File: src/rtl/cpu_pkg.sv
// cpu package with widths, opcodes, alu operations, control bundle and stage payloads
package cpu_pkg;

  localparam int xlen       = 32;
  localparam int reg_addr_w = 5;

  typedef logic [xlen-1:0]       word_t;
  typedef logic [reg_addr_w-1:0] reg_addr_t;

  localparam reg_addr_t halt_reg  = 5'd17;  // ecall argument register
  localparam word_t     halt_code = 32'd10; // exit service number
  localparam word_t     nop_instr = 32'h0000_0013; // addi x0, x0, 0

  // major opcodes in use
  typedef enum logic [6:0] {
    op_load   = 7'b0000011,
    op_itype  = 7'b0010011,
    op_store  = 7'b0100011,
    op_rtype  = 7'b0110011,
    op_branch = 7'b1100011,
    op_jalr   = 7'b1100111,
    op_jal    = 7'b1101111,
    op_system = 7'b1110011
  } opcode_t;

  typedef enum logic [2:0] {
    alu_add,
    alu_sub,
    alu_and,
    alu_or,
    alu_slt,
    alu_eq,  // branch compare, result in bit 0
    alu_ne
  } alu_op_t;

  // decoded control, all zero is a bubble
  typedef struct packed {
    logic    reg_write;
    logic    mem_read;
    logic    mem_write;
    logic    mem_to_reg;
    logic    alu_src;   // operand b from immediate
    logic    branch;
    logic    is_jal;
    logic    is_jalr;
    logic    pc_to_reg; // write link value
    logic    halt;      // marks the halting ecall bubble
    alu_op_t alu_op;
  } ctrl_t;

  typedef struct packed {
    word_t instr;
    word_t pc;
  } if_id_t;

  typedef struct packed {
    ctrl_t     ctrl;
    word_t     pc;
    word_t     rs1_data;
    word_t     rs2_data;
    word_t     imm;
    reg_addr_t rs1;
    reg_addr_t rs2;
    reg_addr_t rd;   // zero unless the instruction writes a register
  } id_ex_t;

  typedef struct packed {
    ctrl_t     ctrl;
    word_t     alu_result;
    word_t     store_data;
    reg_addr_t rd;
    word_t     link;  // pc + 4 for jal / jalr
  } ex_mem_t;

endpackage

File: src/rtl/hazard_unit.sv
// hazard unit raising a one cycle stall for load-use and for an ecall right behind an x17 write
`timescale 1ns/10ps

module hazard_unit (
  input  cpu_pkg::word_t     if_id_instr,
  input  cpu_pkg::reg_addr_t ex_rd,       // zero for non-writers and bubbles
  input  logic               ex_mem_read,
  output logic               stall
);
  import cpu_pkg::*;

  opcode_t   opcode;
  reg_addr_t rs1;
  reg_addr_t rs2;
  logic      uses_rs1;
  logic      uses_rs2;
  logic      load_use;
  logic      ecall_wait;

  assign opcode = opcode_t'(if_id_instr[6:0]);
  assign rs1    = if_id_instr[19:15];
  assign rs2    = if_id_instr[24:20];

  assign uses_rs1 = (opcode != op_jal) && (opcode != op_system);
  assign uses_rs2 = (opcode == op_rtype) || (opcode == op_store) || (opcode == op_branch);

  assign load_use = ex_mem_read && (ex_rd != '0) &&
                    ((uses_rs1 && rs1 == ex_rd) || (uses_rs2 && rs2 == ex_rd));

  // x17 still in execute, wait one cycle so decode sees it from mem
  assign ecall_wait = (opcode == op_system) && (ex_rd == halt_reg);

  assign stall = load_use || ecall_wait;  // bubble behind it clears ex_rd

endmodule

File: config.mk
export PLATFORM = sky130hd
export DESIGN_NAME = hazard_unit
export DESIGN_NICKNAME = d
export VERILOG_FILES = /design/src/rtl/cpu_pkg.sv /design/src/rtl/hazard_unit.sv
export SDC_FILE = /design/constraint.sdc
export NUM_CORES = 1
export LEC_CHECK = 0
export ABC_AREA = 1
export BUFFER_PORTS_ARGS = -buffer_cell sky130_fd_sc_hd__clkbuf_2
export CORE_AREA = 2 2 39 41
export DETAILED_ROUTE_END_ITERATION = 12
export DIE_AREA = 0 0 41 43
export GPL_TIMING_DRIVEN = 0
export REMOVE_ABC_BUFFERS = 1
export SLEW_MARGIN = 20
export SYNTH_ARGS = -nofsm -noshare
export SYNTH_HDL_FRONTEND = slang
export SYNTH_SLANG_ARGS = --single-unit
export TNS_END_PERCENT = 1
File: constraint.sdc
create_clock -name vclk -period 1.06
set_input_delay 0 -clock vclk [all_inputs]
set_output_delay 0 -clock vclk [all_outputs]
set_load 0.01 [all_outputs]
==> Yosys cells after proc, flatten, opt, wreduce, memory -nomap -nowiden <==
Index checks and enable logic that the tools add are counted.
{ "classes": {"n_reduce_logical": 11, "eq_ne": 9} }
{ "ops": {"columns": ["operator", "n"], "rows": [
  ["$eq 7x6->1 const B", 2],
  ["$eq 7x7->1 const B", 2],
  ["$ne 7x7->1 const B", 2],
  ["$eq 5x5->1", 2],
  ["$logic_and 1x1->1", 6],
  ["$eq 5x5->1 const B", 1],
  ["$reduce_bool 5->1", 1],
  ["$logic_or 1x1->1", 4]
]} }
{ "totals": {"regBits": 0, "elab_cells": 20, "output_inout_bits": 1} }

==> Logic depth before layout (Yosys ltp) <==
Gate-level depths: netlist (run 1).
{ "depth": {"ltp_word": 7, "depth_mapped": 9, "mapped_depth_nobuf": 9} }

==> Worst setup path before layout (run 1) <==
OpenSTA, ideal clock, no wires.
{ "synth_path": {"path_type": "in2out", "start": "input ex_rd[2]", "end": "output stall", "setup_slack_ns": 0.539, "path_stages": 6, "t_arrival_ns": 0.521, "path_cell_list": "nor2_1 > nand3_1 > o21ai_0 > inv_2 > nand2_1 > nand2_1"} }
{ "synth_between": {"elab_chain_len": 5, "word_cells_on_any_way": 11, "classes_between": "eq/ne (3); reduce/logical (8)"} }
{ "synth_lines": {"columns": ["element", "line_no", "text"], "rows": [
  ["from (decl)", "hazard_unit.sv:6", "input cpu_pkg::reg_addr_t ex_rd,"],
  ["$eq 5x5->1", "hazard_unit.sv:28", "((uses_rs1 && rs1 == ex_rd) || (uses_rs2 && rs2 == ex_rd));"],
  ["$logic_and 1x1->1", "hazard_unit.sv:28", null],
  ["$logic_or 1x1->1", "hazard_unit.sv:28", null],
  ["$logic_and 1x1->1", "hazard_unit.sv:27", "assign load_use = ex_mem_read && (ex_rd != '0) &&"],
  ["$logic_or 1x1->1 *", "hazard_unit.sv:33", "assign stall = load_use || ecall_wait;"],
  ["to (decl)", "hazard_unit.sv:8", "output logic stall"]
]} }
Every way passes the cells marked *; elsewhere a longest branch is shown, timed or not.

==> Worst setup path after layout (run 1) <==
Ends and elaborated chain as after synthesis.

==> impl_metrics.csv, run 1 <==
group,metric,value,unit
clock_network,ctsResizeCount,0,
floorplan,io_pins,39,
grt,gr-total-overflow,0,
setup_path,cp.arrival,0.79,ns
sta,slew-limit-headroom,0.873,
job,drv_cap,0,
clock_network,hold_buffers,0,
synthesis,synth-seq-area-share,0,
cells_and_area,fin_util,0.290,
synthesis,synth_simple_gate_area_frac,0.656,
synthesis,synthMuxAreaShare,0,
sta,grt_setup_unrepaired,"no",
synthesis,synth_compound_area_frac,0.0191,
sta,setup_viol,0,
floorplan,fp.dieH,43,microns
placed_design,io_buffers,24,
sta,period_share,0.747,
sta,slew_violations,0,
route,via_count,395,
cells_and_area,drive_gt1_frac,0.341,
route,avgViaCountPerCell,4.03,
placed_design,pre_cts_slack,0.263,ns
setup_path,worst_setup_path_end_kind,"output port",
synthesis,syn-instance-count,58,
grt,grt_pass1_vias,309,
pwr,power.leakage,0.267,nW
pwr,pwr_density_cell,308,nW/um^2
cells_and_area,synthToLayoutAreaGrowth,53.6,%
synthesis,synth-xor-area-share,0.167,
setup_path,path_max_fanout,4,
sta,fin_setup_tns,0,ns
setup_path,crit_required,1.06,ns
route,drt_wl_total,663,microns
floorplan,die_area,1760,sq um
grt,grt_antenna_before_repair,0,
route,firstDrtPassIters,4,
placed_design,hpwl,637,microns
grt,grt.total_usage,0.0789,
floorplan,fp.dieW,41,microns
sta,setup_ws,0.268,ns
cells_and_area,nClkBuffers,0,
floorplan,row_count,14,
cells_and_area,finalNonFillerCells,98,
sta,hold_viol,0,
grt,grt_pass1_wl,1.07,mm
sta,period_minus_slack,0.792,ns
synthesis,synth.cell_area,262,sq um
hold_path,min_path_type,"in2out",
cells_and_area,nets,122,
floorplan,initial_core_util,0.189,
sta,whs,0.386,ns
sta,fmax,1.26,GHz
synthesis,synth_top_family_by_area,"simple AND/OR/NAND/NOR gates",
route,route.detailed.drc,0,
status,status,"finished clean",
clock_network,cts_setup_buffers,0,
cells_and_area,seq_area,0,sq um
synthesis,synth_area_per_cell,4.51,sq um
pwr,max-vdd-ir-drop,0.0852,mV
setup_path,crit_type,"in2out",
cells_and_area,diodes,0,
route,wl_per_cell,6.77,microns
synthesis,ys_warn_count,0,
cells_and_area,n_sequential_cell,0,
sta,worstMarginPinSlew,0.189,ns
route,drt_iter0_drc,4,
floorplan,design.core.area,1380,sq um
placed_design,gp_congestion,0.769,
synthesis,synth_cell_types,11,
synthesis,synthAdderAreaFrac,0,
setup_path,critPathLaunchType,"primary input",
placed_design,place_inst,98,
grt,grt_max_degree,5,
route,final_antenna_net_count,0,
cell usage in the layout, fill, tap and decap left out:
master     n
nor2_1     9
nand3b_1   1
nand3_1    3
inv_1      8
clkbuf_2  24
xnor2_1    4
o21ai_0    1
xor2_1     1
inv_2      3
nand4_1    3
nor2_2     1
nand2_1   24
stage by stage:
step	power (W)	instance area [sq um]
2_1_floorplan	0.0000603	262
3_3_place_gp	0.000123	402
3_5_place_dp	0.000125	402
4_1_cts	0.000126	402
5_1_grt	0.000143	402
6_report	0.000124	402
where the power goes:
group	internal, W	total, W	switching, W
Combinational	0.0000625	0.000124	0.0000610
Clock	0	0	0
Sequential	0	0	0
Total	0.0000625	0.000124	0.0000610
path summary, 6_finish.rpt:
path	startpoint	to	slack, ns	depth (start not counted)
max	ex_rd[2]	stall	0.27	8
min	ex_rd[4]	stall	0.39	4
cell type report:
class,instances,area [sq um]
Inverter,11,41.3
Tap cell,16,20.0
Multi-Input combinational cell,47,220
Fill cell,164,982
Timing Repair Buffer,24,120
critical path, stage by stage:
cell	delay [ns]
clkbuf_2	0.11
nor2_1	0.15
nand3_1	0.08
o21ai_0	0.19
inv_2	0.04
nand2_1	0.06
nand2_1	0.05
clkbuf_2	0.12
synth_stat cells (all sizes together):
master	number	area, sq um
inv	11	41.3
nand2	24	90.1
xnor2	4	35.0
nand3	3	15.0
nand3b	1	7.51
xor2	1	8.76
nor2	10	40.0
nand4	3	18.8
o21ai	1	5.00
cell families (layout without fill, tap and decap cells):
logic type | count (synthesis) | count (layout)
and+or+nand+nor | 41 | 41
buffers and inverters | 11 | 35
xor gates and xnor gates | 5 | 5
AOI/OAI and AO/OA | 1 | 1
routing by layer:
metal	global-route usage	vias to the layer above	share of wire
met5	0	-	0
met3	0.00524	0	0.071
li1	-	225	-
met2	0.144	10	0.49
met1	0.101	160	0.44
met4	0	0	0
Note: power is estimated with default switching activity, not from simulation.
==> run 2: changes to the inputs <==
==> constraint.sdc (replaced) <==
create_clock -name vclk -period 0.8
set_input_delay 0 -clock vclk [all_inputs]
set_output_delay 0 -clock vclk [all_outputs]
set_load 0.01 [all_outputs]
==> run 2 against run 1 <==
  * First-iteration DRC count is 50% higher
  * Largest cell class unchanged
  * Critical path type unchanged
  * Die area stayed put
  * Final cell count stayed put
  * Highest routed layer unchanged
==> impl_metrics.csv, run 2 (synthesis results as in run 1) <==
group,metric,value,unit
status,status,"finished clean",
sta,hold_viol,0,
setup_path,slowest_delay,0.14,ns
route,drt_iter0_drc,6,
route,wl_per_cell,7.19,microns
floorplan,io_pins,39,
grt,grt_pass1_wl,1.07,mm
hold_path,holdPathEnd,"stall",
setup_path,worst_setup_path_end_kind,"output port",
route,final_antenna_net_count,0,
hold_path,min_from,"ex_rd[4]",
setup_path,critPathLaunchType,"primary input",
setup_path,path_common_cell,"nand2_1",
pwr,pwr_density_cell,437,nW/um^2
setup_path,crit_chain,"clkbuf_2 > xnor2_2 > nand3_1 > nor2_1 > nand2_1 > nand2_1 > nand2_1 > nand2_1 > buf_2",
cells_and_area,fillers,162,
floorplan,fp.dieW,41,microns
sta,slew_violations,0,
sta,fin_setup_tns,0,ns
floorplan,fp.dieH,43,microns
hold_path,min_path_type,"in2out",
cells_and_area,n_sequential_cell,0,
sta,worstMarginPinSlew,0.189,ns
cells_and_area,nets,122,
grt,grt.total_usage,0.0789,
cells_and_area,seq_area,0,sq um
setup_path,crit_required,0.80,ns
cells_and_area,mostFrequentLayoutCell,"nand2_1",
floorplan,row_count,14,
sta,grt_setup_unrepaired,"yes",
cells_and_area,diodes,0,
floorplan,design.core.area,1380,sq um
cells_and_area,drive_gt1_frac,0.463,
grt,grt_max_degree,5,
setup_path,crit_type,"in2out",
setup_path,path_max_fanout,1,
setup_path,cp.arrival,0.77,ns
job,drv_cap,0,
grt,gr-total-overflow,0,
route,drt_wl_total,705,microns
floorplan,die_area,1760,sq um
floorplan,initial_core_util,0.189,
pwr,power.total,0.000206,W
route,via_count,394,
setup_path,cp_slowest_cell,"xnor2_2",
sta,fmax,1.30,GHz
route,avgViaCountPerCell,4.02,
pwr,power.leakage,0.291,nW
sta,period_minus_slack,0.772,ns
grt,grt_antenna_before_repair,0,
route,route.detailed.drc,0,
cells_and_area,nClkBuffers,0,
route,firstDrtPassIters,4,
cells_and_area,synthToLayoutAreaGrowth,79.9,%
clock_network,cts_setup_buffers,0,
sta,period_share,0.965,
pwr,max-vdd-ir-drop,0.138,mV
placed_design,gp_congestion,0.769,
grt,grt_pass1_vias,309,
placed_design,hpwl,637,microns
sta,setup_viol,0,
hold_path,min_path_cells,4,
sta,slew-limit-headroom,0.873,
placed_design,io_buffers,24,
cells_and_area,layout_common_cells,"23 x nand2_1, 17 x clkbuf_2, 6 x nor2_1",
run 2: area by class of cell:
cell class         count  area [sq um]  share of cell area
multi-input cells     47           253               0.537
inverters             11          43.8              0.0931
well taps             16          20.0              0.0426
repair buffers        24           154               0.327
run 2: how the worst max path moves through the flow:
stage / start / endpoint / slack [ns] / depth (start not counted)
after floorplan: ex_rd[2] / stall / 0.28 / 6
after global placement: ex_rd[4] / stall / -0.002 / 9
after detailed placement: ex_rd[2] / stall / 0.003 / 8
after CTS: ex_rd[4] / stall / 0.003 / 9
after global routing: ex_rd[1] / stall / -0.06 / 9
final: if_id_instr[19] / stall / 0.03 / 9
run 2: timing repair:
item,in CTS,in global routing
endpoints found under the hold margin,0,0
setup endpoints to repair,0,1
resized for setup,0,28
hold buffers,0,0
run 2: stage by stage:
| stage | util | instances | area (sq um) | setup slack [ns] | hold WS (ns) |
|---|---|---|---|---|---|
| after global routing | 0.340 | 98 | 470 | -0.0562 | 0.384 |
| after global placement | 0.290 | 98 | 402 | -0.00232 | 0.387 |
| final | 0.340 | 98 | 470 | 0.0278 | 0.366 |
| after CTS | 0.290 | 98 | 402 | 0.00259 | 0.389 |
| after floorplan | - | 58 | 262 | 0.279 | 0.142 |
| after detailed placement | 0.290 | 98 | 402 | 0.00278 | 0.387 |
run 2: per-layer routing:
metal / up-vias / share of wire / track usage
met1: 158 / 0.43 / 0.101
met2: 10 / 0.50 / 0.144
li1: 226 / - / -
met3: 0 / 0.072 / 0.00524
met4: 0 / 0 / 0
met5: - / 0 / 0
run 2: power breakdown:
group / leakage, nW / internal [W] / total, W / switching, W
clock network: 0 / 0 / 0 / 0
registers: 0 / 0 / 0 / 0
logic: 0.291 / 0.000113 / 0.000206 / 0.0000929
run 2: worst max-delay path: cells and delay by family:
family / cells / cell delay [ns]
XOR/XNOR: 1 / 0.14
AND/OR/NAND/NOR: 6 / 0.40
buffers and inverters: 2 / 0.22
