## src/rtl/cpu_pkg.sv

```systemverilog
// cpu package with widths, opcodes, alu operations, control bundle and stage payloads
package cpu_pkg;

  localparam int xlen       = 32;
  localparam int reg_addr_w = 5;

  typedef logic [xlen-1:0]       word_t;
  typedef logic [reg_addr_w-1:0] reg_addr_t;

  localparam reg_addr_t halt_reg  = 5'd17;  // ecall argument register
  localparam word_t     halt_code = 32'd10; // exit service number
  localparam word_t     nop_instr = 32'h0000_0013; // addi x0, x0, 0

  // major opcodes in use
  typedef enum logic [6:0] {
    op_load   = 7'b0000011,
    op_itype  = 7'b0010011,
    op_store  = 7'b0100011,
    op_rtype  = 7'b0110011,
    op_branch = 7'b1100011,
    op_jalr   = 7'b1100111,
    op_jal    = 7'b1101111,
    op_system = 7'b1110011
  } opcode_t;

  typedef enum logic [2:0] {
    alu_add,
    alu_sub,
    alu_and,
    alu_or,
    alu_slt,
    alu_eq,  // branch compare, result in bit 0
    alu_ne
  } alu_op_t;

  // decoded control, all zero is a bubble
  typedef struct packed {
    logic    reg_write;
    logic    mem_read;
    logic    mem_write;
    logic    mem_to_reg;
    logic    alu_src;   // operand b from immediate
    logic    branch;
    logic    is_jal;
    logic    is_jalr;
    logic    pc_to_reg; // write link value
    logic    halt;      // marks the halting ecall bubble
    alu_op_t alu_op;
  } ctrl_t;

  typedef struct packed {
    word_t instr;
    word_t pc;
  } if_id_t;

  typedef struct packed {
    ctrl_t     ctrl;
    word_t     pc;
    word_t     rs1_data;
    word_t     rs2_data;
    word_t     imm;
    reg_addr_t rs1;
    reg_addr_t rs2;
    reg_addr_t rd;   // zero unless the instruction writes a register
  } id_ex_t;

  typedef struct packed {
    ctrl_t     ctrl;
    word_t     alu_result;
    word_t     store_data;
    reg_addr_t rd;
    word_t     link;  // pc + 4 for jal / jalr
  } ex_mem_t;

endpackage

```

## src/rtl/pipe_if.sv

```systemverilog
// bypass interface carrying mem and wb stage results to decode and execute
`timescale 1ns/10ps

interface bypass_if;
  import cpu_pkg::*;

  reg_addr_t mem_rd;        // instruction now in mem
  logic      mem_reg_write;
  word_t     mem_value;     // final value incl. load data
  reg_addr_t wb_rd;         // instruction now in wb
  logic      wb_reg_write;
  word_t     wb_value;

  modport source (
    output mem_rd, mem_reg_write, mem_value,
    output wb_rd, wb_reg_write, wb_value
  );

  // operand forwarding
  modport ex_sink (
    input mem_rd, mem_reg_write, mem_value,
    input wb_rd, wb_reg_write, wb_value
  );

  // regfile write port and x17 check
  modport id_sink (
    input mem_rd, mem_reg_write, mem_value,
    input wb_rd, wb_reg_write, wb_value
  );

endinterface

```

## src/rtl/execute_stage.sv

```systemverilog
// execute stage with operand forwarding, alu, branch and jump resolution and ex/mem register
`timescale 1ns/10ps

module execute_stage (
  input  logic             clk,
  input  logic             reset,
  input  cpu_pkg::id_ex_t  id_ex,
  bypass_if.ex_sink        bp,
  output cpu_pkg::ex_mem_t ex_mem,
  output logic             redirect,
  output cpu_pkg::word_t   redirect_pc
);
  import cpu_pkg::*;

  word_t op_a;
  word_t op_b;
  word_t rs2_val;  // forwarded, also the store data
  word_t alu_result;
  word_t link;
  logic  taken;

  // newest producer wins, x0 never forwarded
  function automatic word_t forward(input reg_addr_t r, input word_t reg_val);
    if (r != '0 && bp.mem_reg_write && bp.mem_rd == r) return bp.mem_value;
    if (r != '0 && bp.wb_reg_write && bp.wb_rd == r) return bp.wb_value;
    return reg_val;
  endfunction

  always_comb begin
    op_a    = forward(id_ex.rs1, id_ex.rs1_data);
    rs2_val = forward(id_ex.rs2, id_ex.rs2_data);
    op_b    = id_ex.ctrl.alu_src ? id_ex.imm : rs2_val;
  end

  always_comb begin
    case (id_ex.ctrl.alu_op)
      alu_sub: alu_result = op_a - op_b;
      alu_and: alu_result = op_a & op_b;
      alu_or:  alu_result = op_a | op_b;
      alu_slt: alu_result = word_t'($signed(op_a) < $signed(op_b));
      alu_eq:  alu_result = word_t'(op_a == op_b);
      alu_ne:  alu_result = word_t'(op_a != op_b);
      default: alu_result = op_a + op_b;  // add, address calc
    endcase
  end

  assign taken    = id_ex.ctrl.branch && alu_result[0];
  assign redirect = taken || id_ex.ctrl.is_jal || id_ex.ctrl.is_jalr;
  assign link     = id_ex.pc + 32'd4;

  // jalr clears bit 0 of rs1 + imm
  always_comb begin
    if (id_ex.ctrl.is_jalr) redirect_pc = {alu_result[xlen-1:1], 1'b0};
    else redirect_pc = id_ex.pc + id_ex.imm;
  end

  always_ff @(posedge clk) begin
    if (reset) begin
      ex_mem.ctrl <= '0;
    end else begin
      ex_mem <= '{
        ctrl:       id_ex.ctrl,
        alu_result: alu_result,
        store_data: rs2_val,
        rd:         id_ex.rd,
        link:       link
      };
    end
  end

endmodule

```

## src/flat_wrapper.sv

```systemverilog
// flat-port wrapper written by rule: the top's interface ports become plain ports
module execute_stage_flat import cpu_pkg::*;
  (clk, reset, id_ex, ex_mem, redirect, redirect_pc, bp_mem_rd, bp_mem_reg_write, bp_mem_value, bp_wb_rd, bp_wb_reg_write, bp_wb_value);
  bypass_if bp_i ();
  input  logic clk;
  input  logic reset;
  input  cpu_pkg::id_ex_t id_ex;
  output cpu_pkg::ex_mem_t ex_mem;
  output logic redirect;
  output cpu_pkg::word_t redirect_pc;
  input wire logic [$bits(bp_i.mem_rd)-1:0] bp_mem_rd;
  input wire logic [$bits(bp_i.mem_reg_write)-1:0] bp_mem_reg_write;
  input wire logic [$bits(bp_i.mem_value)-1:0] bp_mem_value;
  input wire logic [$bits(bp_i.wb_rd)-1:0] bp_wb_rd;
  input wire logic [$bits(bp_i.wb_reg_write)-1:0] bp_wb_reg_write;
  input wire logic [$bits(bp_i.wb_value)-1:0] bp_wb_value;
  assign bp_i.mem_rd = bp_mem_rd;
  assign bp_i.mem_reg_write = bp_mem_reg_write;
  assign bp_i.mem_value = bp_mem_value;
  assign bp_i.wb_rd = bp_wb_rd;
  assign bp_i.wb_reg_write = bp_wb_reg_write;
  assign bp_i.wb_value = bp_wb_value;
  execute_stage u_core (.clk(clk), .reset(reset), .id_ex(id_ex), .bp(bp_i), .ex_mem(ex_mem), .redirect(redirect), .redirect_pc(redirect_pc));
endmodule
```

## config.mk

```make
export PLATFORM = sky130hd
export DESIGN_NAME = execute_stage_flat
export DESIGN_NICKNAME = d
export VERILOG_FILES = /design/src/rtl/cpu_pkg.sv /design/src/rtl/pipe_if.sv /design/src/rtl/execute_stage.sv /design/src/flat_wrapper.sv
export SDC_FILE = /design/constraint.sdc
export NUM_CORES = 1
export LEC_CHECK = 0
export BUFFER_PORTS_ARGS = -buffer_cell sky130_fd_sc_hd__buf_4
export CORE_AREA = 4 4 185 187
export CTS_BUF_LIST = sky130_fd_sc_hd__clkbuf_8
export DETAILED_ROUTE_END_ITERATION = 10
export DIE_AREA = 0 0 189 191
export PLACE_DENSITY = 0.66
export RECOVER_POWER = 100
export SLEW_MARGIN = 25
export SYNTH_ARGS = -nofsm -noshare
export SYNTH_HDL_FRONTEND = slang
export SYNTH_SLANG_ARGS = --single-unit
```

## constraint.sdc

```tcl
create_clock -name clk -period 5.2 [get_ports clk]
set_clock_uncertainty 0.15 [all_clocks]
set_input_delay 0.52 -clock clk [delete_from_list [all_inputs] [get_ports clk]]
set_output_delay 0.52 -clock clk [all_outputs]
set_load 0.01 [all_outputs]
```

Yosys cells after proc, flatten, opt, wreduce, memory -nomap -nowiden
Index checks and enable logic that the tools add are counted.
{"block": "word_totals", "register_bits": 114}
{"block": "classes", "reduce_logical": 13, "magnitude_cmp": 1, "bitwise": 2, "n_addsub": 4, "n_mux": 17, "eq_ne": 12}
{"op": "32-bit two-way mux", "count": 10}
{"op": "32-bit case mux with 6 select lines", "count": 1}
{"op": "32-bit adder", "count": 2}
{"op": "32-bit by 3-bit adder with 32-bit output (second input constant)", "count": 1}
{"op": "32-bit bitwise AND", "count": 1}
{"op": "32-bit equality test", "count": 1}
{"op": "32-bit less-than comparator", "count": 1}
{"op": "32-bit != test", "count": 1}
{"op": "32-bit OR", "count": 1}
{"op": "32-bit subtractor", "count": 1}
{"op": "5-bit equality test", "count": 4}
{"op": "5-bit nonzero test", "count": 2}
{"op": "3-bit equality test (second input constant)", "count": 3}
{"op": "1-bit logical AND", "count": 9}
{"op": "3-bit by 2-bit equality test with 1-bit output (second input constant)", "count": 2}
{"op": "1-bit two-way mux", "count": 6}
{"op": "3-bit by 1-bit equality test with 1-bit output (second input constant)", "count": 1}
{"op": "1-bit logical OR", "count": 2}

Longest topological paths before layout
{"block": "logic_depth", "depth_word": 13, "depth_mapped": 19, "ltp_nobuf": 18}

Least setup slack after synthesis
Ideal clock, no wire load.
{"block": "synth_timing", "kind": "input to output", "from": "input port bp_wb_rd[4]", "to": "output port redirect_pc[26]", "t_arrival_ns": 4.853, "path_stages": 17, "setup_slack_ns": -0.323, "required_time_ns": 4.530, "path_cell_list": "xnor2_1 nand4_1 nor4_1 clkbuf_1 mux2i_1 o21ai_0 ha_1 buf_6 or4_4 or4_4 nor3_4 o21ai_1 o211ai_2 a21oi_2 a221o_1 a221o_1 mux2_2"}
{"block": "synth_via", "elab_chain_len": 10}
{"item": "start, declared", "line": "flat_wrapper.sv:14", "source": "input wire logic [$bits(bp_i.wb_rd)-1:0] bp_wb_rd;"}
{"item": "5-bit equality test", "line": "execute_stage.sv:25", "source": "if (r != '0 && bp.wb_reg_write && bp.wb_rd == r) return bp.wb_value;"}
{"item": "1-bit logical AND", "line": "execute_stage.sv:25"}
{"item": "1-bit two-way mux (2 in a row)", "line": "execute_stage.sv:25"}
{"item": "32-bit two-way mux", "line": "execute_stage.sv:26", "source": "return reg_val;"}
{"item": "32-bit two-way mux", "line": "execute_stage.sv:25"}
{"item": "32-bit two-way mux", "line": "execute_stage.sv:32", "source": "op_b = id_ex.ctrl.alu_src ? id_ex.imm : rs2_val;"}
{"item": "32-bit adder, or another cell as far along", "line": "execute_stage.sv:43", "source": "default: alu_result = op_a + op_b;"}
{"item": "32-bit case mux with 6 select lines (*)", "line": "execute_stage.sv:36", "source": "case (id_ex.ctrl.alu_op)"}
{"item": "net u_core.alu_result[26]", "line": "execute_stage.sv:18", "source": "word_t alu_result;"}
{"item": "32-bit two-way mux (*)", "line": "execute_stage.sv:53", "source": "if (id_ex.ctrl.is_jalr) redirect_pc = {alu_result[xlen-1:1], 1'b0};"}
{"item": "end, declared", "line": "flat_wrapper.sv:10", "source": "output cpu_pkg::word_t redirect_pc;"}
Mark *: on every way through the listed nets, which the timed path passes. The rest lies on a longest branch. The select of a mux whose other input is x is not followed.

Worst setup path in the final report
{"block": "layout_timing", "from": "input port id_ex[7] in the netlist's numbering", "to": "output port redirect_pc[26]"}
{"block": "layout_via", "elab_chain_len": 11}
{"item": "start, declared", "line": "flat_wrapper.sv:7", "source": "input cpu_pkg::id_ex_t id_ex;"}
{"item": "5-bit nonzero test", "line": "execute_stage.sv:24, execute_stage.sv:25"}
{"item": "1-bit logical AND (2 in a row)", "line": "execute_stage.sv:25"}
{"item": "1-bit two-way mux (2 in a row)", "line": "execute_stage.sv:25"}
{"item": "32-bit two-way mux", "line": "execute_stage.sv:26"}
{"item": "32-bit two-way mux (*)", "line": "execute_stage.sv:25"}
{"item": "net u_core.rs2_val[1]", "line": "execute_stage.sv:17", "source": "word_t rs2_val;"}
{"item": "32-bit two-way mux (*)", "line": "execute_stage.sv:32"}
{"item": "32-bit adder or 32-bit subtractor (tied branches)", "line": "execute_stage.sv:43, execute_stage.sv:37"}
{"item": "32-bit case mux with 6 select lines (*)", "line": "execute_stage.sv:36"}
{"item": "net u_core.alu_result[26]", "line": "execute_stage.sv:18"}
{"item": "32-bit two-way mux (*)", "line": "execute_stage.sv:53"}
Marked as above.

==> impl_summary.md <==
Final layout
In the final design database the tool counted 2719 nets. The register with the most flip-flops in the layout has 114 of them. More flip-flops sit in one register than any other, and that register is u_core.ex_mem. In the final layout, the registers with the most flip-flops are u_core.ex_mem (114). Compared with the post-synthesis result, the final layout area differs by 68.1%.

Leaving out filler cells and counting taps, the final layout contains 2811. The summed area of non-filler cells in the final layout is 0.0217 mm2. The post-route netlist has 44.2% of its cells at a drive strength greater than 1.

Yosys
The main flop type after synthesis is sky130_fd_sc_hd__edfxtp_1. By count the netlist is led by sky130_fd_sc_hd__nand2_1, sky130_fd_sc_hd__ha_1, sky130_fd_sc_hd__o21ai_0, sky130_fd_sc_hd__inv_1, sky130_fd_sc_hd__nor2_1. The distinct cell type count after synthesis is 85. In the post-synthesis netlist, the biggest area contributors are sky130_fd_sc_hd__edfxtp_1, sky130_fd_sc_hd__ha_1, sky130_fd_sc_hd__mux2i_1. Counting every net in the synthesized netlist gives 1916. In this run the biggest area consumer among cell types represents 23.5% of the synthesized area. In the synthesized netlist the async set-or-reset flop fraction comes to 0%.

The post-synthesis average cell area is roughly 8.3 um2. Synthesis inferred 114 register bits. The synthesized design contains 101 enable-type register cells. By instance count, the leading cell after synthesis is sky130_fd_sc_hd__nand2_1. The post-synthesis instance area is 0.0129 mm2. The sequential share of the synthesized area is 25.5%. The number of instances in the synthesized netlist is about 1600. The largest area contributor in the netlist is sky130_fd_sc_hd__edfxtp_1. The warning count from the yosys run is 0.

Run
The number of violations of the max-capacitance limit is 1.

Clocking
The buffer cell driving the clock tree root is sky130_fd_sc_hd__clkbuf_8. The clock passes through at most 2 buffers. The H-tree generated during clock tree synthesis spans 4 levels. The post-cts hold buffer count is 0. Clock-pin slew was measured on the worst setup and hold paths at about 0.08 ns. Counting the buffers created by CTS gives 17.

The CTS tree is yes. The clock net in this run drives a total of 114 sinks.

Power
The worst vdd rail ir drop is 127 uV. Summed over all cells, the static leakage comes to 0.00957 uW. Power spread over the standard cell area amounts to 225 mW/mm2.

Critical path
The capturing element type of the critical path is a primary output. Among all stages on the critical path, the largest delay is contributed by sky130_fd_sc_hd__or4_4. Among the stages of the critical path, the cell type that occurs most often is sky130_fd_sc_hd__buf_6. The arrival time of data at the critical path endpoint is 5.16 ns. Counting both buffers and inverters, the worst setup path holds a total of 10. The largest incremental delay on the critical path is approximately 0.54 ns. The category of the worst setup path launch point is an input pin.

The worst setup path is of the in -> out kind. The highest net fanout along the worst path is 6. The cell type group with the largest total delay on the critical path is compound AO/OA/AOI/OAI gates.

STA puts the critical path data required time at 4.53 ns.

Timing
In this run the tightest slew margin relative to its limit is -98.7%. The number of slew-limit violations in the final report came to 75. For the pin with the worst max-slew slack, the measured transition is 2.98 ns.

Setup violations remaining at the end of the flow were counted as 28. Setup repair after global routing could not meet its margin everywhere. The final critical-path setup slack is -0.631 ns. The routed design could run at a clock period as short as 5.83 ns. Static timing analysis puts the maximum clock frequency at 0.171 GHz.

The final critical path takes up 112% of the cycle. The number of hold violations in the final report is 0.

Global routing
Entering global routing, the biggest net connects 75 pins. The overall overflow remaining after global route is 0. The number of global-route vias before repair is 15800. The first global-routing pass estimated 92900 um of wire. The combined global-route utilization of all metal layers is about 33%.

The initial antenna violation count is 6.

Placed design
During placement, the flow inserted port buffers numbering 380. Including well taps, the total number of placed cells is 2643. The post-place instance area is 0.0187 mm2. The final RePlAce weighted congestion is 1.01. The final HPWL from detailed placement is between 40000 and 50000 um.

Drt
After detailed routing, the number of vias per cell comes to between 5 and 6. For this block, the initial DRC count from the detailed router was 1655. The number of detailed-route iterations in the first pass is 6. The average detailed-routed wire length per instance is approximately 23 um. The total routed wirelength is 64500 um. Summing over every cut layer, the via total after detailed routing is 16200. The residual DRC count is 0. In this run the remaining antenna-violating nets after routing total 0.

Floorplan
The die is 191 um tall. The initial utilization of the core area, before any placement, comes to 39.8%. The die width is 189 um. After floorplanning, the core was divided into between 60 and 70 placement rows. The die covers 0.0361 mm2.

In this run the count of I/O pins placed on the die edge is approximately 380. In this run the standard cell core region covers 0.0325 mm2.

Outcome
The run finished, with violations left. The final reports fail on capacitance limit, slew limit, setup timing.

Min path
The min-delay analysis places its worst path in the category in -> reg.
[metal layers]
layer / wire length (um) / track usage [%]
met1: 26500 / 44.3
met2: 29100 / 53.6
met3: 6280 / 7.20
met4: 2580 / 11.8
met5: 41 / 0
[where the power goes]
| group | switching, uW | leakage (uW) | internal (uW) | total [uW] |
|---|---|---|---|---|
| registers | 31.5 | 0.00109 | 1110 | 1140 |
| logic | 1460 | 0.00826 | 1340 | 2800 |
| clock network | 446 | 0.000219 | 488 | 934 |
| total | 1940 | 0.00957 | 2940 | 4880 |
[cell type report]
| class | count | area [um2] |
|---|---|---|
| well taps | 442 | 553 |
| repair buffers | 864 | 6380 |
| diodes | 2 | 5.00 |
| clock buffers | 17 | 234 |
| multi-input cells | 1244 | 10600 |
| inverters | 113 | 434 |
| clock inverters | 15 | 196 |
| flip-flops and latches | 114 | 3290 |
| fillers | 2709 | 10800 |
[through the flow]
stage	worst slack (ns)	hold WS [ns]	utilization (%)	setup TNS (ns)	power [uW]
final	-0.631	0.0970	66.8	-11.99	4880
after global routing	-0.713	0.0731	66.8	-14.99	5090
after global placement	-1.13	0.548	57.7	-25.10	3400
after detailed placement	-1.09	0.549	57.7	-26.08	3420
after floorplan	-0.00457	0.442	-	-0.00457	2220
after CTS	-0.638	0.0538	65.7	-9.76	4700
[kinds of logic (layout without fill, tap and decap cells)]
group                    after synthesis  after routing  share of synthesized area [%]
XOR/XNOR                              76             76                           5.16
AND/OR/NAND/NOR                      467            467                           17.8
flip-flops                           114            114                           25.5
other                                  0              2                              0
multiplexers                         115            115                           9.08
buffers and inverters                193           1009                           5.69
adder cells (fa/ha/maj)              131            131                           12.9
AO/OA/AOI/OAI                        455            455                           23.9
[path summary, 6_finish.rpt]
| kind | from | endpoint | slack, ns | cells after the start |
|---|---|---|---|---|
| max | id_ex[7] | redirect_pc[26] | -0.63 | 26 |
| min | id_ex[0] | u_core.ex_mem[32] | 0.1 | 1 |
[layout by cell type, fill, tap and decap left out, drive strengths merged, types with 13 or more instances in the layout]
master  Yosys  routed
nand2     143     143
nand3      28      28
mux2       16      16
a211oi     19      19
nand2b     26      26
o221ai     17      17
mux2i      99      99
and3       18      18
nor3       32      32
a31oi      14      14
inv       112     118
a21oi      84      84
a21o       31      31
a221o      24      24
nand4      20      20
buf         9     738
dfxtp      13      13
clkbuf     71     142
ha        128     128
xor2       25      25
o21bai     20      20
nor2b      37      37
edfxtp    101     101
xnor2      51      51
o21ai     125     125
nor2      109     109
[repair_timing]
item / CTS / global route
cloned: 2 / 0
setup endpoints to repair: 29 / 29
setup buffers: 120 / 49
resized for setup: 329 / 137
pin swaps: 155 / 155
Power figures use the tool's default switching activity.
