<file path="config.mk">
export PLATFORM = sky130hd
export DESIGN_NAME = decode_stage_flat
export DESIGN_NICKNAME = d
export VERILOG_FILES = /design/src/rtl/cpu_pkg.sv /design/src/rtl/pipe_if.sv /design/src/rtl/decode_stage.sv /design/src/flat_wrapper.sv
export SDC_FILE = /design/constraint.sdc
export NUM_CORES = 2
export LEC_CHECK = 0
export BUFFER_PORTS_ARGS = -buffer_cell sky130_fd_sc_hd__buf_4
export CORE_ASPECT_RATIO = 0.75
export CORE_UTILIZATION = 48
export CTS_CLUSTER_SIZE = 12
export DETAILED_ROUTE_END_ITERATION = 8
export GPL_TIMING_DRIVEN = 1
export PLACE_DENSITY_LB_ADDON = 0.1
export RECOVER_POWER = 100
export SLEW_MARGIN = 15
export SYNTH_ARGS = -nofsm -noshare
export SYNTH_HDL_FRONTEND = slang
export SYNTH_SLANG_ARGS = --single-unit
</file>
<file path="constraint.sdc">
create_clock -name clk -period 6.32 [get_ports clk]
set_input_delay 0.632 -clock clk [delete_from_list [all_inputs] [get_ports clk]]
set_output_delay 0.632 -clock clk [all_outputs]
set_load 0.02 [all_outputs]
</file>
<file path="src/rtl/cpu_pkg.sv">
// cpu package with widths, opcodes, alu operations, control bundle and stage payloads
package cpu_pkg;

  localparam int xlen       = 32;
  localparam int reg_addr_w = 5;

  typedef logic [xlen-1:0]       word_t;
  typedef logic [reg_addr_w-1:0] reg_addr_t;

  localparam reg_addr_t halt_reg  = 5'd17;  // ecall argument register
  localparam word_t     halt_code = 32'd10; // exit service number
  localparam word_t     nop_instr = 32'h0000_0013; // addi x0, x0, 0

  // major opcodes in use
  typedef enum logic [6:0] {
    op_load   = 7'b0000011,
    op_itype  = 7'b0010011,
    op_store  = 7'b0100011,
    op_rtype  = 7'b0110011,
    op_branch = 7'b1100011,
    op_jalr   = 7'b1100111,
    op_jal    = 7'b1101111,
    op_system = 7'b1110011
  } opcode_t;

  typedef enum logic [2:0] {
    alu_add,
    alu_sub,
    alu_and,
    alu_or,
    alu_slt,
    alu_eq,  // branch compare, result in bit 0
    alu_ne
  } alu_op_t;

  // decoded control, all zero is a bubble
  typedef struct packed {
    logic    reg_write;
    logic    mem_read;
    logic    mem_write;
    logic    mem_to_reg;
    logic    alu_src;   // operand b from immediate
    logic    branch;
    logic    is_jal;
    logic    is_jalr;
    logic    pc_to_reg; // write link value
    logic    halt;      // marks the halting ecall bubble
    alu_op_t alu_op;
  } ctrl_t;

  typedef struct packed {
    word_t instr;
    word_t pc;
  } if_id_t;

  typedef struct packed {
    ctrl_t     ctrl;
    word_t     pc;
    word_t     rs1_data;
    word_t     rs2_data;
    word_t     imm;
    reg_addr_t rs1;
    reg_addr_t rs2;
    reg_addr_t rd;   // zero unless the instruction writes a register
  } id_ex_t;

  typedef struct packed {
    ctrl_t     ctrl;
    word_t     alu_result;
    word_t     store_data;
    reg_addr_t rd;
    word_t     link;  // pc + 4 for jal / jalr
  } ex_mem_t;

endpackage

</file>
<file path="src/rtl/pipe_if.sv">
// bypass interface carrying mem and wb stage results to decode and execute
`timescale 1ns/10ps

interface bypass_if;
  import cpu_pkg::*;

  reg_addr_t mem_rd;        // instruction now in mem
  logic      mem_reg_write;
  word_t     mem_value;     // final value incl. load data
  reg_addr_t wb_rd;         // instruction now in wb
  logic      wb_reg_write;
  word_t     wb_value;

  modport source (
    output mem_rd, mem_reg_write, mem_value,
    output wb_rd, wb_reg_write, wb_value
  );

  // operand forwarding
  modport ex_sink (
    input mem_rd, mem_reg_write, mem_value,
    input wb_rd, wb_reg_write, wb_value
  );

  // regfile write port and x17 check
  modport id_sink (
    input mem_rd, mem_reg_write, mem_value,
    input wb_rd, wb_reg_write, wb_value
  );

endinterface

</file>
<file path="src/rtl/decode_stage.sv">
// decode stage with control decode, immediates, register file, halt check and id/ex register
`timescale 1ns/10ps

module decode_stage (
  input  logic               clk,
  input  logic               reset,
  input  cpu_pkg::if_id_t    if_id,
  input  logic               stall,
  input  logic               redirect,
  bypass_if.id_sink          bp,
  input  cpu_pkg::reg_addr_t dbg_addr,
  output cpu_pkg::id_ex_t    id_ex,
  output logic               halt_pending,
  output cpu_pkg::word_t     dbg_data
);
  import cpu_pkg::*;

  word_t     rf [2**reg_addr_w];
  word_t     instr;
  opcode_t   opcode;
  reg_addr_t rs1;
  reg_addr_t rs2;
  reg_addr_t rd;
  ctrl_t     ctrl;
  word_t     imm;
  word_t     rs1_val;
  word_t     rs2_val;
  word_t     x17_val;
  logic      is_ecall;
  logic      halt_hit;
  id_ex_t    id_next;

  // regfile read with write-through from wb, x0 reads as zero
  function automatic word_t rf_read(input reg_addr_t a);
    if (a == '0) return '0;
    if (bp.wb_reg_write && bp.wb_rd == a) return bp.wb_value;
    return rf[a];
  endfunction

  function automatic alu_op_t alu_from_funct3(input logic [2:0] f3, input logic sub);
    case (f3)
      3'b111:  return alu_and;
      3'b110:  return alu_or;
      3'b010:  return alu_slt;
      default: return sub ? alu_sub : alu_add;
    endcase
  endfunction

  assign instr  = if_id.instr;
  assign opcode = opcode_t'(instr[6:0]);
  assign rs1    = instr[19:15];
  assign rs2    = instr[24:20];
  assign rd     = instr[11:7];

  always_comb begin
    ctrl = '0;  // unknown opcodes and ecall decode as bubbles
    case (opcode)
      op_rtype: begin
        ctrl.reg_write = 1'b1;
        ctrl.alu_op    = alu_from_funct3(instr[14:12], instr[30]);
      end
      op_itype: begin
        ctrl.reg_write = 1'b1;
        ctrl.alu_src   = 1'b1;
        ctrl.alu_op    = alu_from_funct3(instr[14:12], 1'b0); // no subi
      end
      op_load: begin
        ctrl.reg_write  = 1'b1;
        ctrl.mem_read   = 1'b1;
        ctrl.mem_to_reg = 1'b1;
        ctrl.alu_src    = 1'b1;
      end
      op_store: begin
        ctrl.mem_write = 1'b1;
        ctrl.alu_src   = 1'b1;
      end
      op_branch: begin
        ctrl.branch = 1'b1;
        ctrl.alu_op = instr[12] ? alu_ne : alu_eq; // bne / beq
      end
      op_jal: begin
        ctrl.reg_write = 1'b1;
        ctrl.is_jal    = 1'b1;
        ctrl.pc_to_reg = 1'b1;
      end
      op_jalr: begin
        ctrl.reg_write = 1'b1;
        ctrl.is_jalr   = 1'b1;
        ctrl.pc_to_reg = 1'b1;
        ctrl.alu_src   = 1'b1;  // target is rs1 + imm
      end
      default: ;
    endcase
  end

  // immediate per format
  always_comb begin
    case (opcode)
      op_store:  imm = {{20{instr[31]}}, instr[31:25], instr[11:7]};
      op_branch: imm = {{19{instr[31]}}, instr[31], instr[7], instr[30:25], instr[11:8], 1'b0};
      op_jal:    imm = {{11{instr[31]}}, instr[31], instr[19:12], instr[20], instr[30:21], 1'b0};
      default:   imm = {{20{instr[31]}}, instr[31:20]};  // i-type
    endcase
  end

  // regfile write from wb
  always_ff @(posedge clk) begin
    if (bp.wb_reg_write && bp.wb_rd != '0) rf[bp.wb_rd] <= bp.wb_value;
  end

  always_comb begin
    rs1_val  = rf_read(rs1);
    rs2_val  = rf_read(rs2);
    dbg_data = rf_read(dbg_addr);
    // x17 from mem first, then wb through rf_read
    if (bp.mem_reg_write && bp.mem_rd == halt_reg) x17_val = bp.mem_value;
    else x17_val = rf_read(halt_reg);
  end

  assign is_ecall = (opcode == op_system) && (instr[31:20] == '0);
  assign halt_hit = is_ecall && (x17_val == halt_code);

  always_comb begin
    id_next           = '0;
    id_next.ctrl      = ctrl;
    id_next.ctrl.halt = halt_hit;  // halting ecall rides down as a marked bubble
    id_next.pc        = if_id.pc;
    id_next.rs1_data  = rs1_val;
    id_next.rs2_data  = rs2_val;
    id_next.imm       = imm;
    id_next.rs1       = rs1;
    id_next.rs2       = rs2;
    id_next.rd        = ctrl.reg_write ? rd : '0; // keeps hazard compare exact
  end

  always_ff @(posedge clk) begin
    if (reset) begin
      id_ex        <= '0;
      halt_pending <= 1'b0;
    end else begin
      if (stall || redirect || halt_pending) id_ex <= '0; // bubble
      else id_ex <= id_next;
      if (halt_hit && !stall && !redirect) halt_pending <= 1'b1; // sticky
    end
  end

endmodule

</file>
<file path="src/flat_wrapper.sv">
// flat-port wrapper written by rule: the top's interface ports become plain ports
module decode_stage_flat import cpu_pkg::*;
  (clk, reset, if_id, stall, redirect, dbg_addr, id_ex, halt_pending, dbg_data, bp_mem_rd, bp_mem_reg_write, bp_mem_value, bp_wb_rd, bp_wb_reg_write, bp_wb_value);
  bypass_if bp_i ();
  input  logic clk;
  input  logic reset;
  input  cpu_pkg::if_id_t if_id;
  input  logic stall;
  input  logic redirect;
  input  cpu_pkg::reg_addr_t dbg_addr;
  output cpu_pkg::id_ex_t id_ex;
  output logic halt_pending;
  output cpu_pkg::word_t dbg_data;
  input wire logic [$bits(bp_i.mem_rd)-1:0] bp_mem_rd;
  input wire logic [$bits(bp_i.mem_reg_write)-1:0] bp_mem_reg_write;
  input wire logic [$bits(bp_i.mem_value)-1:0] bp_mem_value;
  input wire logic [$bits(bp_i.wb_rd)-1:0] bp_wb_rd;
  input wire logic [$bits(bp_i.wb_reg_write)-1:0] bp_wb_reg_write;
  input wire logic [$bits(bp_i.wb_value)-1:0] bp_wb_value;
  assign bp_i.mem_rd = bp_mem_rd;
  assign bp_i.mem_reg_write = bp_mem_reg_write;
  assign bp_i.mem_value = bp_mem_value;
  assign bp_i.wb_rd = bp_wb_rd;
  assign bp_i.wb_reg_write = bp_wb_reg_write;
  assign bp_i.wb_value = bp_wb_value;
  decode_stage u_core (.clk(clk), .reset(reset), .if_id(if_id), .stall(stall), .redirect(redirect), .bp(bp_i), .dbg_addr(dbg_addr), .id_ex(id_ex), .halt_pending(halt_pending), .dbg_data(dbg_data));
endmodule
</file>
; ---- Word-level counts from Yosys, hierarchy flattened
; Memory sizes are Yosys's and may differ from the RTL's.
; Cells that the tools add are included.
[classes]
reduce_logical = 24
eq_ne = 17
n_bitwise = 1
muxes = 42
[op_table]
columns = operator, count
row1 = 2-to-1 mux 32 bit, 15
row2 = case mux 20 bit (3 select lines), 1
row3 = == test 32 x 4 -> 1 bit (second input constant), 1
row4 = == test 7 bit (second input constant), 4
row5 = case mux 3 bit (3 select lines), 3
row6 = 2-to-1 mux 1 bit, 22
row7 = == test 5 bit, 3
row8 = zero test 5 bit, 3
row9 = == test 7 x 6 -> 1 bit (second input constant), 2
row10 = zero test 12 bit, 1
row11 = == test 5 bit (second input constant), 2
row12 = logical AND 1 bit, 10
row13 = == test 7 x 2 -> 1 bit (second input constant), 1
row14 = == test 7 x 5 -> 1 bit (second input constant), 1
row15 = == test 3 bit (second input constant), 2
row16 = nonzero test 5 bit, 1
row17 = OR reduction 5 bit, 1
row18 = OR reduction 2 bit, 2
row19 = OR reduction 4 bit, 1
row20 = == test 3 x 2 -> 1 bit (second input constant), 1
row21 = OR reduction 3 bit, 1
row22 = zero test 1 bit, 2
row23 = logical OR 1 bit, 2
row24 = 2-to-1 mux 2 bit, 1
row25 = inverter 1 bit, 1
[totals]
inputBits = 149
reg_bits = 145
elab_cells = 103
ram_bits = 1024
mem_count = 1
[mem_list]
columns = name, depth, width, rd, rd_clocked_by_memory_dff, wr, line
row1 = u_core.rf, 32, 32, 4, 0, 1, decode_stage.sv:18  ; word_t rf [2**reg_addr_w];

; ---- Logic depth before layout (Yosys ltp)
[logic_depth]
ltp_word = 10
ltp_mapped = 10
mapped_depth_nobuf = 6

; ---- Least setup slack after synthesis
; Ideal clock, no wire load.
[synth_timing]
kind = input-to-reg
startpoint = in bp_wb_reg_write
endpoint = reg u_core.id_ex[146] (netlist name)
arrival_time_ps = 4281
cell_stages = 6
setup_slack_ps = 1954
n_path_buf = 1
cell_sequence = clkbuf_1 -> nand4bb_1 -> nor3b_1 -> and3_1 -> o21ai_0 -> a211oi_1
[synth_between]
elab_chain_cells = 7
[synth_rtl]
columns = item, line
row1 = start: declaration, flat_wrapper.sv:18  ; input wire logic [$bits(bp_i.wb_reg_write)-1:0] bp_wb_reg_write;
row2 = logical AND 1 bit, decode_stage.sv:36  ; if (bp.wb_reg_write && bp.wb_rd == a) return bp.wb_value;
row3 = 2-to-1 mux 1 bit, decode_stage.sv:36
row4 = 2-to-1 mux 1 bit, decode_stage.sv:116  ; if (bp.mem_reg_write && bp.mem_rd == halt_reg) x17_val = bp.mem_value;
row5 = 2-to-1 mux 32 bit, decode_stage.sv:37  ; return rf[a];
row6 = 2-to-1 mux 32 bit, decode_stage.sv:116
row7 = == test 32 x 4 -> 1 bit, decode_stage.sv:121  ; assign halt_hit = is_ecall && (x17_val == halt_code);
row8 = logical AND 1 bit, decode_stage.sv:121
; Every way passes these cells. The select of a mux whose other input is x is not followed.
; A chain may end at the register's enable or synchronous reset.

; ---- Worst setup path in the final report
[layout_timing]
startpoint = in bp_wb_rd[0]
endpoint = mem u_core.rf[9][18] (netlist name) (enable)
[layout_between]
elab_chain_cells = 4
[layout_rtl]
columns = item, line
row1 = start: declaration, flat_wrapper.sv:17  ; input wire logic [$bits(bp_i.wb_rd)-1:0] bp_wb_rd;
row2 = nonzero test 5 bit, decode_stage.sv:108  ; if (bp.wb_reg_write && bp.wb_rd != '0) rf[bp.wb_rd] <= bp.wb_value;
row3 = logical AND 1 bit, decode_stage.sv:108
row4 = 2-to-1 mux 1 bit, decode_stage.sv:108
row5 = 2-to-1 mux 1 bit (not written as such), decode_stage.sv:108
row6 = end: declaration, decode_stage.sv:18
; Several ways; a longest one is shown, not always the timed one.

==> results.yml <==
worst_setup_path:
  crit_path_cell_trace: "clkbuf_1, nand3b_1, nor2_1, clkbuf_1"
  startpoint: "bp_wb_rd[0]"
  r2r_start: "u_core.halt_pending"
  critPathSlowestCell: "clkbuf_1"
  cp-start-kind: "primary input"
  crit_type: "primary input to flip-flop"
  critPathBufInv: 2
  r2r-end: "u_core.id_ex[102]"
  cp_top_family: "buffers and inverters"
  crit_fanout: 25
  r2r_setup_slack_ns: 0.84
  rr_worst_depth: 5
  critical_path_required_ns: 6.58
  worst-path-stages: 4
  worstSetupEndpoint: "u_core.rf[9][18]"
  slowest_delay_ns: 2.81
  arrival_ns: 5.77
  end_kind: "flip-flop"
  cp_common_cell: "clkbuf_1"
timing:
  holdWs_ns: 0.0690
  tns_ns: 0
  maxSlewHeadroom_pct: -171
  worstMarginPinSlew_ns: 4.07
  finalSetupViolCount: 0
  min_period_ns: 5.51
  final_max_slew_viol_count: 2187
  clock_skew_ns: 0.0300
  post-route-period-util_pct: 87.1
  fmaxAchievable_mhz: 182
  rsz0062_at_grt: "no"
  finalHoldViolCount: 0
finish:
  final_nets: 3939
  area_growth_pct: 11.3
  fill_cells: 9978
  layout_common_cells: "edfxtp_1, mux4_2, clkbuf_1, buf_4, a22oi_1"
  drive_gt1_share_pct: 29.1
  mostFrequentLayoutCell: "edfxtp_1"
clock_tree:
  cts_inserted_buffers: 119
  holdBufCountCts: 0
  cts_sinks: 1169
  cts_max_path_buffers: 3
  post_cts_buffers: 0
  cts_resized: 0
  cts_tree: "done"
  path_clk_slew_ns: 0.06
  cts-root-buf: "clkbuf_16"
  htree_levels: 3
  clk_latency_ns: 0.76
routing:
  vias: 41800
  wire_per_inst_um: 42.7
  totalWireLength_mm: 237
  viasPerCell: 7.52
  drt_iter0_markers: 6755
  drcViolationCount: 0
  antenna_left: 0
  drt_first_pass_iters: 6
synthesis:
  synth_simple_gate_area_share_pct: 4.23
  ys_warn_count: 0
  synth_top_family_by_area: "multiplexers"
  synth-edff-count: 1024
  syn_avg_cell_area_um2: 17.3
  synth.area.top_cells: "edfxtp_1, mux4_2, dfxtp_1"
  seq_area_frac_synth_pct: 55.5
  netlist_area_mm2: 0.0606
  syn_inst: 3504
  synth_compound_area_share_pct: 6.62
  synth_xor_area_share_pct: 0.217
  async_reset_ff_share_pct: 0
  yosys.area.top_type: "edfxtp_1"
  synth_top_area_share_pct: 50.7
  ys_types: 75
  muxShareOfSynthArea_pct: 30.3
  ys_ff_latch: 1169
  synth_flop_cell: "edfxtp_1"
  synth_fa_ha_area_share_pct: 0
floorplanning:
  num_rows: 112
  die_w_um: 412
  fp.dieH_um: 310
  ioPinCount: 338
  die_area_mm2: 0.128
  initial_core_util_pct: 48.5
  core_mm2: 0.125
power:
  irDropWorstVdd_v: 0.000226
  p_leak_nw: 21.7
  power_density_mw_per_mm2: 262
placement:
  gp_congestion: 0.932
  hpwl_mm: 147
  io_buffers: 337
run_status:
  violations: "max-capacitance violations, max-slew violations"
  status: "finished, violations left"
flow_run:
  cap_viol_max_count: 85
grt:
  antenna_found_initial: 22
  grt_pass1_vias: 40800
  grt_max_degree: 106
  overflow: 0
  grt_pass1_wl_mm: 325
  grt.total_usage_pct: 36.9
hold_path:
  min_path_cells: 2
  hold_path.class: "primary input to flip-flop"
==> state kept, by name, summed over array words and instances, names as in the netlist <==
name                 count
u_core.rf             1024
u_core.id_ex           144
u_core.halt_pending      1
==> layout make-up <==
class                   count  area (um2)  share of cell area (%)
multi-input cells        2031       25300                    37.5
flip-flops and latches   1169       33700                    49.9
well taps                1653        2070                    3.07
diodes                      7        17.5                  0.0260
inverters                  11        41.3                  0.0612
clock buffers             190        3450                    5.12
repair buffers            458        2620                    3.88
clock inverters            33         293                   0.434
==> cells by family after synthesis <==
group,Yosys count
flops,1169
xor+xnor,15
compound gates,558
simple gates,509
buf+inv,335
mux,917
other cells,1
==> cell usage after synthesis, types with 57 or more instances <==
cell type	n
clkbuf_1	119
nand2_1	153
and2_1	57
buf_2	91
mux2i_1	157
dfxtp_1	145
a21oi_1	63
edfxtp_1	1024
nor2_1	99
o22ai_1	89
a22oi_1	176
mux4_2	679
==> routing by layer <==
metal	share of wire [%]	global-route usage [%]	wire (um)
met1	36	50.9	86400
met5	0.076	0	179
met3	15	13.0	35100
met2	44	53.8	104000
met4	4.6	14.8	10900
==> power by group <==
group | switching, mW | total (mW) | internal, mW
Sequential | 0.0760 | 8.61 | 8.53
Combinational | 1.31 | 2.13 | 0.820
Clock | 3.08 | 6.94 | 3.85
==> worst min path at each step <==
stage	startpoint	to	slack [ns]
after detailed placement	u_core.halt_pending	u_core.id_ex[146]	0.54
after CTS	if_id[8]	u_core.id_ex[119]	0.03
final	if_id[8]	u_core.id_ex[119]	0.07
after global routing	if_id[12]	u_core.id_ex[123]	0.05
after floorplan	u_core.halt_pending	u_core.halt_pending	0.58
after global placement	u_core.halt_pending	u_core.id_ex[146]	0.50
==> stage by stage <==
step | area, um2 | util [%] | std cells | setup WS (ns) | total power, mW
5_1_grt | 67400 | 54.0 | 5549 | 0.920 | 18.1
3_5_place_dp | 64900 | 52.0 | 5321 | 1.81 | 10.9
3_3_place_gp | 64900 | 52.0 | 5320 | 1.63 | 10.9
6_report | 67500 | 54.0 | 5552 | 0.812 | 17.7
2_1_floorplan | 60700 | - | 3535 | 1.95 | 10.0
4_1_cts | 68600 | 55.0 | 5544 | 1.81 | 17.7
(Power assumes the default switching activity.)
